### src/mcalu_pkg.sv
// Shared widths, opcode table, iteration counts and sequencer states of the execution unit
package mcalu_pkg;

  // Operand and result word
  typedef logic [31:0] word_t;

  // Reorder-buffer tag
  typedef logic [6:0] robid_t;

  // Physical destination register
  typedef logic [5:0] rd_t;

  // Top two bits set means multi-cycle, then bit 2 picks divide
  typedef logic [4:0] alu_op_t;

  // Sequencer states shared by multiplier and divider
  typedef enum logic [1:0] {
    INIT,
    PROG,
    FINAL
  } mc_state_t;

  // Single-cycle group
  localparam alu_op_t OP_ADD    = 5'd0;
  localparam alu_op_t OP_SUB    = 5'd1;
  localparam alu_op_t OP_SLL    = 5'd2;
  localparam alu_op_t OP_SLT    = 5'd3;
  localparam alu_op_t OP_SLTU   = 5'd4;
  localparam alu_op_t OP_XOR    = 5'd5;
  localparam alu_op_t OP_SRL    = 5'd6;
  localparam alu_op_t OP_SRA    = 5'd7;
  localparam alu_op_t OP_OR     = 5'd8;
  localparam alu_op_t OP_AND    = 5'd9;

  // Multiply group, low bits give the operand signedness
  localparam alu_op_t OP_MUL    = 5'd24;
  localparam alu_op_t OP_MULH   = 5'd25;
  localparam alu_op_t OP_MULHSU = 5'd26;
  localparam alu_op_t OP_MULHU  = 5'd27;

  // Divide group, bit 0 unsigned and bit 1 remainder
  localparam alu_op_t OP_DIV    = 5'd28;
  localparam alu_op_t OP_DIVU   = 5'd29;
  localparam alu_op_t OP_REM    = 5'd30;
  localparam alu_op_t OP_REMU   = 5'd31;

  // Radix-4 steps over a 32-bit multiplier
  localparam int MUL_ITERS = 16;

  // One quotient bit per step
  localparam int DIV_ITERS = 32;

endpackage

### src/alu_simple.sv
// Combinational single-cycle logic, shift, compare and add/subtract operations
`timescale 1ns/1ps

module alu_simple (
  input  mcalu_pkg::alu_op_t op,
  input  mcalu_pkg::word_t   op1,
  input  mcalu_pkg::word_t   op2,
  output mcalu_pkg::word_t   sc_result
);

  logic [4:0] shamt;
  logic       lt_signed;
  logic       lt_unsigned;

  // Only the low five bits count for shifts
  assign shamt = op2[4:0];

  assign lt_signed   = $signed(op1) < $signed(op2);
  assign lt_unsigned = op1 < op2;

  always_comb begin
    case (op)
      mcalu_pkg::OP_ADD: begin
        sc_result = op1 + op2;
      end
      mcalu_pkg::OP_SUB: begin
        sc_result = op1 - op2;
      end
      mcalu_pkg::OP_SLL: begin
        sc_result = op1 << shamt;
      end
      mcalu_pkg::OP_SLT: begin
        sc_result = {31'b0, lt_signed};
      end
      mcalu_pkg::OP_SLTU: begin
        sc_result = {31'b0, lt_unsigned};
      end
      mcalu_pkg::OP_XOR: begin
        sc_result = op1 ^ op2;
      end
      mcalu_pkg::OP_SRL: begin
        sc_result = op1 >> shamt;
      end
      mcalu_pkg::OP_SRA: begin
        sc_result = $signed(op1) >>> shamt;
      end
      mcalu_pkg::OP_OR: begin
        sc_result = op1 | op2;
      end
      mcalu_pkg::OP_AND: begin
        sc_result = op1 & op2;
      end
      // Unknown codes return zero
      default: begin
        sc_result = '0;
      end
    endcase
  end

endmodule

### src/booth_mul.sv
// Radix-4 Booth sequential multiplier with INIT/PROG/FINAL sequencer
`timescale 1ns/1ps

module booth_mul (
  input  logic             clk,
  input  logic             rst_n,
  input  logic             flush,
  input  logic             start,
  input  logic             hold,
  input  logic [1:0]       sel,
  input  mcalu_pkg::word_t op1,
  input  mcalu_pkg::word_t op2,
  output logic             done,
  output mcalu_pkg::word_t product
);

  mcalu_pkg::mc_state_t state;
  logic [$clog2(mcalu_pkg::MUL_ITERS)-1:0] iter;

  // High 34 bits collect partial sums, low 32 start as the multiplier
  logic [65:0] acc;
  logic        x0;
  logic [32:0] mcand;
  logic [1:0]  sel_q;

  logic        mcand_signed;
  logic        b1;
  logic        b0;
  logic        single;
  logic        double;
  logic        neg;
  logic [35:0] pp_mag;
  logic [35:0] pp;
  logic [35:0] sum;
  logic [33:0] hi_fix;

  // MULHU treats op1 as unsigned, everything else sign-extends it
  assign mcand_signed = (sel != 2'b11);

  // Booth digit from two new multiplier bits and the previous top bit
  assign {b1, b0} = acc[1:0];
  assign single = b0 ^ x0;
  assign double = (~b1 & b0 & x0) | (b1 & ~b0 & ~x0);
  assign neg    = b1;

  always_comb begin
    if (single) begin
      pp_mag = {{3{mcand[32]}}, mcand};
    end else if (double) begin
      pp_mag = {{2{mcand[32]}}, mcand, 1'b0};
    end else begin
      pp_mag = '0;
    end
  end

  // Ones complement here, the +1 goes in as carry
  assign pp  = pp_mag ^ {36{neg}};
  assign sum = {{2{acc[65]}}, acc[65:32]} + pp + {35'b0, neg};

  // Unsigned multiplier with top bit set needs one more multiplicand at 2^32
  assign hi_fix  = acc[65:32] + ((x0 & sel_q[1]) ? {mcand[32], mcand} : 34'b0);
  assign product = (sel_q == 2'b00) ? acc[31:0] : hi_fix[31:0];
  assign done    = (state == mcalu_pkg::FINAL);

  always_ff @(posedge clk or negedge rst_n) begin
    if (!rst_n) begin
      state <= mcalu_pkg::INIT;
      iter  <= '0;
    end else if (flush) begin
      state <= mcalu_pkg::INIT;
      iter  <= '0;
    end else begin
      case (state)
        mcalu_pkg::INIT: begin
          if (start) begin
            state <= mcalu_pkg::PROG;
            iter  <= '0;
          end
        end
        mcalu_pkg::PROG: begin
          iter <= iter + 1'b1;
          if (int'(iter) == mcalu_pkg::MUL_ITERS - 1) begin
            state <= mcalu_pkg::FINAL;
          end
        end
        mcalu_pkg::FINAL: begin
          if (!hold) begin
            state <= mcalu_pkg::INIT;
          end
        end
        default: begin
          state <= mcalu_pkg::INIT;
        end
      endcase
    end
  end

  always_ff @(posedge clk) begin
    if (state == mcalu_pkg::INIT && start) begin
      acc   <= {34'b0, op2};
      x0    <= 1'b0;
      mcand <= {mcand_signed & op1[31], op1};
      sel_q <= sel;
    end else if (state == mcalu_pkg::PROG) begin
      // Add then arithmetic shift by two
      acc <= {sum, acc[31:2]};
      x0  <= acc[1];
    end
  end

endmodule

### src/restoring_div.sv
// Restoring sequential divider with sign fixup and RISC-V corner cases
`timescale 1ns/1ps

module restoring_div (
  input  logic             clk,
  input  logic             rst_n,
  input  logic             flush,
  input  logic             start,
  input  logic             hold,
  input  logic [1:0]       sel,
  input  mcalu_pkg::word_t dividend,
  input  mcalu_pkg::word_t divisor,
  output logic             done,
  output mcalu_pkg::word_t quotient_rem
);

  mcalu_pkg::mc_state_t state;
  logic [$clog2(mcalu_pkg::DIV_ITERS)-1:0] iter;

  // Remainder in the upper half, dividend shifting into quotient below
  logic [63:0]      rq;
  mcalu_pkg::word_t dsr;
  logic             dvd_neg;
  logic             dsr_neg;
  logic             div_zero;
  logic             want_rem;

  logic             is_signed;
  mcalu_pkg::word_t dvd_mag;
  mcalu_pkg::word_t dsr_mag;
  logic [63:0]      shifted;
  logic [32:0]      trial;
  mcalu_pkg::word_t q_raw;
  mcalu_pkg::word_t r_raw;
  mcalu_pkg::word_t quot;
  mcalu_pkg::word_t rem;

  // DIV and REM are the signed variants
  assign is_signed = ~sel[0];
  assign dvd_mag   = (is_signed & dividend[31]) ? -dividend : dividend;
  assign dsr_mag   = (is_signed & divisor[31]) ? -divisor : divisor;

  // Trial subtract, a borrow means restore
  assign shifted = {rq[62:0], 1'b0};
  assign trial   = {1'b0, shifted[63:32]} - {1'b0, dsr};

  assign q_raw = rq[31:0];
  assign r_raw = rq[63:32];

  // Most-negative by minus one yields 2^31 magnitude, which negates to itself
  assign quot = div_zero ? '1 : ((dvd_neg ^ dsr_neg) ? -q_raw : q_raw);

  // Remainder follows the dividend sign, also covers divide by zero
  assign rem = dvd_neg ? -r_raw : r_raw;

  assign quotient_rem = want_rem ? rem : quot;
  assign done         = (state == mcalu_pkg::FINAL);

  always_ff @(posedge clk or negedge rst_n) begin
    if (!rst_n) begin
      state <= mcalu_pkg::INIT;
      iter  <= '0;
    end else if (flush) begin
      state <= mcalu_pkg::INIT;
      iter  <= '0;
    end else begin
      case (state)
        mcalu_pkg::INIT: begin
          if (start) begin
            state <= mcalu_pkg::PROG;
            iter  <= '0;
          end
        end
        mcalu_pkg::PROG: begin
          iter <= iter + 1'b1;
          if (int'(iter) == mcalu_pkg::DIV_ITERS - 1) begin
            state <= mcalu_pkg::FINAL;
          end
        end
        mcalu_pkg::FINAL: begin
          if (!hold) begin
            state <= mcalu_pkg::INIT;
          end
        end
        default: begin
          state <= mcalu_pkg::INIT;
        end
      endcase
    end
  end

  always_ff @(posedge clk) begin
    if (state == mcalu_pkg::INIT && start) begin
      rq       <= {32'b0, dvd_mag};
      dsr      <= dsr_mag;
      dvd_neg  <= is_signed & dividend[31];
      dsr_neg  <= is_signed & divisor[31];
      div_zero <= (divisor == '0);
      want_rem <= sel[1];
    end else if (state == mcalu_pkg::PROG) begin
      rq <= trial[32] ? shifted : {trial[31:0], shifted[31:1], 1'b1};
    end
  end

endmodule

### src/mcalu.sv
// Execution unit top level with issue latch, stall logic, unit dispatch and result mux
`timescale 1ns/1ps

module mcalu (
  input  logic                clk,
  input  logic                rst_n,
  input  logic                flush,

  // Issue side
  input  logic                issue,
  input  mcalu_pkg::alu_op_t  op,
  input  mcalu_pkg::robid_t   robid,
  input  mcalu_pkg::rd_t      rd,
  input  mcalu_pkg::word_t    op1,
  input  mcalu_pkg::word_t    op2,
  output logic                stall,

  // Writeback side
  output logic                result_valid,
  output mcalu_pkg::robid_t   result_robid,
  output mcalu_pkg::rd_t      result_rd,
  output mcalu_pkg::word_t    result,
  input  logic                wb_stall
);

  logic               valid;
  logic               fresh;
  logic               accept;

  mcalu_pkg::alu_op_t op_q;
  mcalu_pkg::robid_t  robid_q;
  mcalu_pkg::rd_t     rd_q;
  mcalu_pkg::word_t   op1_q;
  mcalu_pkg::word_t   op2_q;

  logic               is_mc;
  logic               is_mul;
  logic               is_div;
  logic               mul_start;
  logic               div_start;
  logic               mul_done;
  logic               div_done;
  logic               done;

  mcalu_pkg::word_t   sc_result;
  mcalu_pkg::word_t   mul_product;
  mcalu_pkg::word_t   div_result;

  // Decode of the held opcode
  assign is_mc  = &op_q[4:3];
  assign is_mul = is_mc & ~op_q[2];
  assign is_div = is_mc & op_q[2];

  // Single-cycle results are ready as soon as the op is held
  assign done = is_mc ? (op_q[2] ? div_done : mul_done) : 1'b1;

  // Busy or blocked at writeback
  assign stall  = valid & (~done | wb_stall);
  assign accept = issue & ~stall;

  // Start pulse only in the first cycle after accept
  assign mul_start = fresh & is_mul;
  assign div_start = fresh & is_div;

  assign result_valid = valid & done;
  assign result_robid = robid_q;
  assign result_rd    = rd_q;

  always_ff @(posedge clk or negedge rst_n) begin
    if (!rst_n) begin
      valid <= 1'b0;
      fresh <= 1'b0;
    end else if (flush) begin
      valid <= 1'b0;
      fresh <= 1'b0;
    end else begin
      fresh <= accept;
      if (!stall) begin
        valid <= issue;
      end
    end
  end

  // Issue payload
  always_ff @(posedge clk) begin
    if (accept) begin
      op_q    <= op;
      robid_q <= robid;
      rd_q    <= rd;
      op1_q   <= op1;
      op2_q   <= op2;
    end
  end

  alu_simple i_alu_simple (
    .op        (op_q),
    .op1       (op1_q),
    .op2       (op2_q),
    .sc_result (sc_result)
  );

  booth_mul i_booth_mul (
    .clk     (clk),
    .rst_n   (rst_n),
    .flush   (flush),
    .start   (mul_start),
    .hold    (wb_stall),
    .sel     (op_q[1:0]),
    .op1     (op1_q),
    .op2     (op2_q),
    .done    (mul_done),
    .product (mul_product)
  );

  restoring_div i_restoring_div (
    .clk          (clk),
    .rst_n        (rst_n),
    .flush        (flush),
    .start        (div_start),
    .hold         (wb_stall),
    .sel          (op_q[1:0]),
    .dividend     (op1_q),
    .divisor      (op2_q),
    .done         (div_done),
    .quotient_rem (div_result)
  );

  always_comb begin
    if (is_div) begin
      result = div_result;
    end else if (is_mul) begin
      result = mul_product;
    end else begin
      result = sc_result;
    end
  end

endmodule

### config.mk
export PLATFORM = sky130hd
export DESIGN_NAME = mcalu
export DESIGN_NICKNAME = d
export VERILOG_FILES = /design/src/mcalu_pkg.sv /design/src/alu_simple.sv /design/src/booth_mul.sv /design/src/restoring_div.sv /design/src/mcalu.sv
export SDC_FILE = /design/constraint.sdc
export NUM_CORES = 1
export LEC_CHECK = 0
export ABC_CLOCK_PERIOD_IN_PS = 7800
export BUFFER_PORTS_ARGS = -buffer_cell sky130_fd_sc_hd__buf_2
export CAP_MARGIN = 5
export CORE_UTILIZATION = 40
export DETAILED_ROUTE_END_ITERATION = 8
export HOLD_SLACK_MARGIN = 0.03
export PLACE_DENSITY = 0.64
export SYNTH_ARGS = -nofsm -noshare
export SYNTH_HDL_FRONTEND = slang
export SYNTH_HIERARCHICAL = 1
export SYNTH_SLANG_ARGS = --single-unit
### constraint.sdc
create_clock -name clk -period 7.8 [get_ports clk]
set_input_delay 1.56 -clock clk [delete_from_list [all_inputs] [get_ports clk]]
set_output_delay 1.56 -clock clk [all_outputs]
set_load 0.02 [all_outputs]
; Word-level counts from Yosys, hierarchy flattened
; Index checks and enable logic that the tools add are counted.
[classes]
n_mul = 0
div = 0
add_sub_neg = 12
bitwise_logic = 30
order_cmp = 2
reduce_logical = 16
shift = 3
eq_ne = 23
mux = 38
[ops]
columns = cell, count
row1 = two-way mux 32 bit, 14
row2 = one-hot mux 32 bit (10 select lines), 1
row3 = negation 32 bit, 4
row4 = two-way mux 36 bit, 2
row5 = adder 32 bit, 2
row6 = < comparator 32 bit, 2
row7 = two-way mux 64 bit, 1
row8 = adder 36 x 1 -> 36 bit, 1
row9 = adder 36 bit, 1
row10 = XOR 36 bit, 1
row11 = subtractor 32 x 32 -> 33 bit, 1
row12 = bitwise AND 32 bit, 1
row13 = zero test 32 bit, 1
row14 = OR 32 bit, 1
row15 = << shifter 32 x 5 -> 32 bit, 1
row16 = right shift 32 x 5 -> 32 bit, 1
row17 = >>> shifter 32 x 5 -> 32 bit, 1
row18 = subtractor 32 bit, 1
row19 = XOR 32 bit, 1
row20 = == test 5 x 3 -> 1 bit (second input constant), 4
row21 = bitwise AND 1 bit, 15
row22 = two-way mux 2 bit, 7
row23 = != test 3 x 2 -> 1 bit (second input constant), 4
row24 = one-hot mux 2 bit (3 select lines), 2
row25 = other kinds (25), 54
[word_totals]
inputBits = 87
mem_count = 0
register_bits = 299
romBits = 0
ram_bits = 0
latchBits = 0
output_inout_bits = 47

; Depth between registers and ports, before layout
[depth]
word_depth = 11
depth_mapped = 18
depth_no_buf = 15

; Modules after synthesis
; Netlist, hierarchy kept.
[modules_own_cells]
columns = module, cells_each, n_inst, area_per_inst_um2
row1 = booth_mul, 1226, 1, 9482.8
row2 = alu_simple, 1335, 1, 9112.5
row3 = restoring_div, 1046, 1, 8700.8
row4 = mcalu, 212, 1, 3383.2

; Worst setup path after synthesis
; OpenSTA, ideal clock, no wires.
[synth_timing]
path_kind = in2reg
start = input port wb_stall
end = register op1_q[0] (enable)
path_slack_ns = -0.834
n_path_buf = 0
t_arrival_ns = 7.965
path_stages = 2
cell_sequence = and2_1 a311oi_1
[synth_via]
elab_chain_len = 4
[synth_rtl]
columns = item, line
row1 = from (decl), mcalu.sv:23  ; input logic wb_stall
row2 = OR 1 bit, mcalu.sv:58  ; assign stall = valid & (~done | wb_stall);
row3 = bitwise AND 1 bit, mcalu.sv:58
row4 = NOT 1 bit, mcalu.sv:59  ; assign accept = issue & ~stall;
row5 = bitwise AND 1 bit, mcalu.sv:59
row6 = named net accept, mcalu.sv:28  ; logic accept;
row7 = to (signal assigned), mcalu.sv:90  ; op1_q <= op1;
row8 = to (decl), mcalu.sv:33  ; mcalu_pkg::word_t op1_q;
; The timed path passes the listed nets, and every way through them passes these cells.
; A chain may end at the register's enable or synchronous reset.

; Worst setup path after layout
[layout_timing]
start = register op1_q[2]
end = output port result[26]
[layout_via]
elab_chain_len = 4
[layout_rtl]
columns = item, line
row1 = "subtractor 32 bit, or another cell as far along", alu_simple.sv:27  ; sc_result = op1 - op2;
row2 = one-hot mux 32 bit (10 select lines) (*), alu_simple.sv:22  ; case (op)
row3 = named net sc_result[26], mcalu.sv:45  ; mcalu_pkg::word_t sc_result;
row4 = two-way mux 32 bit (*), mcalu.sv:131  ; end else if (is_mul) begin
row5 = two-way mux 32 bit (*), mcalu.sv:129  ; if (is_div) begin
row6 = to (decl), mcalu.sv:22  ; output mcalu_pkg::word_t result,
; Mark *: on every way through the listed nets, which the timed path passes. The rest lies on a longest branch.

==> flow_results.org <==
** Worst setup path
- Walking the worst path, the cells encountered are inv_1, ha_1, nand2b_1, a21oi_1, o31ai_1, a21bo_2, a41oi_1, o41ai_1, a21oi_1, o31ai_1, a21oi_1, a21oi_1, buf_2.
- Critical path required time :: 6.24 ns
- Cell type with the highest occurrence count on the critical path :: sky130_fd_sc_hd__a21oi_1
- In this run the critical register-to-register path is captured at i_booth_mul/acc[62].
- Maximum fanout encountered on the critical timing path :: 13
- On the worst path, the slowest cell contributes a delay of 0.84 ns.
- Setup CP Type :: reg2out
- The startpoint identified for the worst register-to-register timing path is i_booth_mul/acc[0].
- The worst register-to-register path has a setup slack of 3.07 ns.
- Cells on worst reg2reg path :: 17
- Tracing the worst setup path back leads to its startpoint at op1_q[2].
- STA classifies the critical path startpoint as a flop.
- CP endpoint kind :: output pin
- Number of cells on the critical path :: 13
- Arr. time, crit path :: 5.29 ns
- Slowest cell on crit path :: sky130_fd_sc_hd__edfxtp_1
- Together, buffers and inverters on the worst path number 2.
- Termination of the worst setup path :: result[26]
- In this design, the largest share of critical-path delay is due to compound AO/OA/AOI/OAI gates.

** CTS
- Clk buf depth :: 3
- Cts-stage hold buffer count :: 0
- Post-cts sizing count :: 0
- The tree built by TritonCTS fans out to 299 sinks.
- Source-to-sink clock delay at the later pin of the worst-skew pair :: 0.60 ns
- The number of clock buffers added by TritonCTS is 40.
- Clock transition at the registers of the reported paths :: 0.06 ns
- Clock tree from TritonCTS :: yes
- The cell sitting at the root of the clock tree is a sky130_fd_sc_hd__clkbuf_16.
- Once the clock tree was built, the setup fixing pass inserted 0 buffers.
- The H-tree generated during clock tree synthesis spans 2 levels.

** STA
- For the pin with the worst max-slew slack, the measured transition is 1.16 ns.
- Setup repair after global routing left no endpoint under its margin.
- Maximum clock skew at final layout :: 0.0157 ns
- The number of slew-limit violations in the final report was 0.
- Static timing analysis puts the maximum clock frequency at 0.146 GHz.
- Setup total negative slack on the finished layout was measured at 0 ns.
- Finish-stage setup viols :: 0
- The number of hold violations in the final report is 0.
- Final hold analysis gives a worst-case slack of 0.502 ns.
- Dividing the final minimum period by the clock period gives 0.878.
- For the finished layout, the period the worst path requires is 6.85 ns.
- Worst rel slew slack :: 0.222

** Cells and area
- Filler instances :: 7589
- Final standard cell utilization of the core :: 0.440
- Relative area change from synthesis to final layout :: 8.86%
- Summed area of non-filler cells in the final layout :: 33400 um2
- In the final design database the tool counted 4106 nets.
- Layout cells sized above 1 :: 0.102
- Across the whole layout, storage elements account for 8240 um2.
- Summing all multi-input logic gate instances after layout gives 20500 um2.

** Die
- Die outline area :: 77800 um2
- Core box area :: 75900 um2
- Starting density of the core :: 0.404
- From bottom edge to top edge, the die measures 279 um.
- 134 I/O pins were placed.
- Std-Cell Rows :: 101
- Die outline width :: 279 um

** Yosys
- Of all cell types, the one taking the most synthesized area is sky130_fd_sc_hd__edfxtp_1.
- Number of cells produced by synthesis :: 3819
- Top-area cell type share of the netlist area :: 0.212
- Synthesis inferred 299 register bits.
- When the netlist entered floorplanning its net count stood at 4113.
- Number of unique standard cell types used by synthesis :: 118
- Synthesized area :: 30700 um2
- Each instance of the synthesized netlist takes up on average 8.03 um2.
- The share of the Yosys chip area taken by registers is 0.268.
- Fraction of registers with async set or reset after synthesis :: 0.0502
- YS warnings :: 6
- In this run, synthesis inferred 217 flip-flops with an integrated enable.
- Among all flip-flop cells after synthesis, the most frequent one is sky130_fd_sc_hd__edfxtp_1.
- Largest cells by area after synthesis :: sky130_fd_sc_hd__edfxtp_1 21%, sky130_fd_sc_hd__ha_1 8.2%, sky130_fd_sc_hd__a21oi_1 6.8%, sky130_fd_sc_hd__nand2_1 5.6%, sky130_fd_sc_hd__o21ai_0 4.7%

** GRT
- Combined global-route utilization of all metal layers :: 0.303
- The number of global-route vias before repair is 27300.
- Pin count of the biggest net entering global routing :: 105
- The total overflow left after global routing is 0.
- Global-route wire length before repair :: 177 mm
- Number of antenna violations at the first check in global routing :: 7

** Drt
- The first detailed-routing pass took 7 iterations.
- Via density per instance :: 6.17
- Total Wirelength :: 121 mm
- Drt wl/cell :: 24.7 um
- For this run, design rule violations remaining after detail routing come to 0.
- Antenna violation net count after detailed routing :: 0
- For this block, the initial DRC count from the detailed router was 3734.
- Vias after detailed routing :: 30100

** Hold path
- Worst hold-check path type :: reg2reg

** Placement
- At the end of routability-driven placement, the weighted congestion stood at 1.05.
- Summed over all nets, the half-perimeter wirelength after detailed placement is 87.5 mm.
- In this run the cell area measured after placement is 32000 um2.
- Count of input and output buffers :: 133

** Pwr
- Across the VDD grid, the largest voltage drop is 0.000156 V.
- Leakage component of the power :: 13.5 nW
- Pwr per Cell Area :: 237 nW/um2

** Flow run
- Number of maximum-capacitance violations :: 0

** Status
- Result of the run :: completed
==> cell type report <==
| class | count | area share |
|---|---|---|
| Sequential cell | 299 | 0.247 |
| Antenna cell | 3 | 0.000225 |
| Clock buffer | 47 | 0.0317 |
| Tap cell | 1030 | 0.0386 |
| Inverter | 192 | 0.0216 |
| Timing Repair Buffer | 207 | 0.0369 |
| Clock inverter | 26 | 0.0107 |
| Multi-Input combinational cell | 3072 | 0.614 |
==> registers in the layout, indices dropped and copies added, names as in the netlist, 4 cells and up <==
register,count
i_booth_mul/acc,66
i_restoring_div/rq,64
i_booth_mul/mcand,33
i_restoring_div/dsr,32
op1_q,32
op2_q,32
result_robid,7
result_rd,6
i_restoring_div/iter,5
op_q,5
i_booth_mul/iter,4
==> cell usage in the layout (no fill, tap or decap), types with 54 or more instances in the layout <==
master,count
sky130_fd_sc_hd__nand2_1,455
sky130_fd_sc_hd__a21oi_1,416
sky130_fd_sc_hd__o21ai_0,288
sky130_fd_sc_hd__nor2_1,267
sky130_fd_sc_hd__edfxtp_1,217
sky130_fd_sc_hd__ha_1,202
sky130_fd_sc_hd__inv_1,182
sky130_fd_sc_hd__buf_2,133
sky130_fd_sc_hd__xor2_1,107
sky130_fd_sc_hd__mux2i_1,104
sky130_fd_sc_hd__xnor2_1,104
sky130_fd_sc_hd__nor3_1,87
sky130_fd_sc_hd__buf_4,73
sky130_fd_sc_hd__nand2b_1,69
sky130_fd_sc_hd__dfxtp_1,66
sky130_fd_sc_hd__nand3_1,64
sky130_fd_sc_hd__nor2b_1,55
sky130_fd_sc_hd__a21o_1,54
==> worst min path at each step <==
stage | startpoint | endpoint | slack (ns) | cells after the start
6_report | i_booth_mul/acc[54] | i_booth_mul/acc[54] | 0.50 | 2
5_1_grt | i_booth_mul/acc[43] | i_booth_mul/acc[43] | 0.52 | 2
4_1_cts | i_booth_mul/acc[63] | i_booth_mul/acc[63] | 0.51 | 2
3_5_place_dp | i_booth_mul/acc[34] | i_booth_mul/acc[34] | 0.50 | 2
3_3_place_gp | i_booth_mul/acc[58] | i_booth_mul/acc[58] | 0.49 | 2
2_1_floorplan | i_booth_mul/acc[52] | i_booth_mul/acc[52] | 0.45 | 2
==> routing by layer <==
layer  global-route usage  up-vias  routed length, um
met4                0.167        0               7550
met1                0.413    14300              50100
met3               0.0461      291              11300
li1                     -    14000                  -
met5                    0        -                  0
met2                0.456     1508              51700
==> synth_stat cells (34+ instances only) <==
cell type / count
sky130_fd_sc_hd__and3_1: 52
sky130_fd_sc_hd__nor2b_1: 56
sky130_fd_sc_hd__edfxtp_1: 217
sky130_fd_sc_hd__mux2i_1: 104
sky130_fd_sc_hd__mux4_2: 39
sky130_fd_sc_hd__or3_1: 34
sky130_fd_sc_hd__o22ai_1: 50
sky130_fd_sc_hd__dfxtp_1: 67
sky130_fd_sc_hd__a31oi_1: 35
sky130_fd_sc_hd__nor2_1: 270
sky130_fd_sc_hd__a211oi_1: 45
sky130_fd_sc_hd__nand2_1: 455
sky130_fd_sc_hd__ha_1: 202
sky130_fd_sc_hd__clkbuf_1: 159
sky130_fd_sc_hd__xnor2_1: 104
sky130_fd_sc_hd__o21ai_0: 288
sky130_fd_sc_hd__a21oi_1: 416
sky130_fd_sc_hd__nand2b_1: 69
sky130_fd_sc_hd__nand3_1: 64
sky130_fd_sc_hd__nor3_1: 88
sky130_fd_sc_hd__xor2_1: 107
sky130_fd_sc_hd__a21o_1: 54
sky130_fd_sc_hd__a22oi_1: 39
sky130_fd_sc_hd__inv_1: 182
sky130_fd_sc_hd__o31ai_1: 35
==> where the power goes <==
group | switching (W) | total (W) | internal, W
logic | 0.00220 | 0.00357 | 0.00137
registers | 0.000373 | 0.00229 | 0.00192
clock network | 0.000805 | 0.00205 | 0.00124
total | 0.00338 | 0.00791 | 0.00453
==> cell families after synthesis <==
logic type / after synthesis / share of synthesized area
XOR/XNOR: 212 / 0.0608
adder cells (fa/ha/maj): 239 / 0.0961
AND/OR/NAND/NOR: 1217 / 0.187
flip-flops: 299 / 0.268
AO/OA/AOI/OAI: 1247 / 0.255
buffers and inverters: 448 / 0.0654
multiplexers: 157 / 0.0678
==> worst min-delay path: cells and delay by family (launching register included) <==
family	cells	cell delay (ns)
DFF	1	0.34
AOI/OAI and AO/OA	1	0.05
and+or+nand+nor	1	0.06
==> per-stage QoR <==
step | instances | total power, W | setup slack (ns)
5_1_grt | 4874 | 0.00836 | 0.935
3_3_place_gp | 4800 | 0.00579 | 1.93
4_1_cts | 4873 | 0.00789 | 1.20
2_1_floorplan | 3819 | 0.00480 | 2.02
3_5_place_dp | 4800 | 0.00581 | 1.86
6_report | 4876 | 0.00791 | 0.949
(Power assumes the default switching activity.)
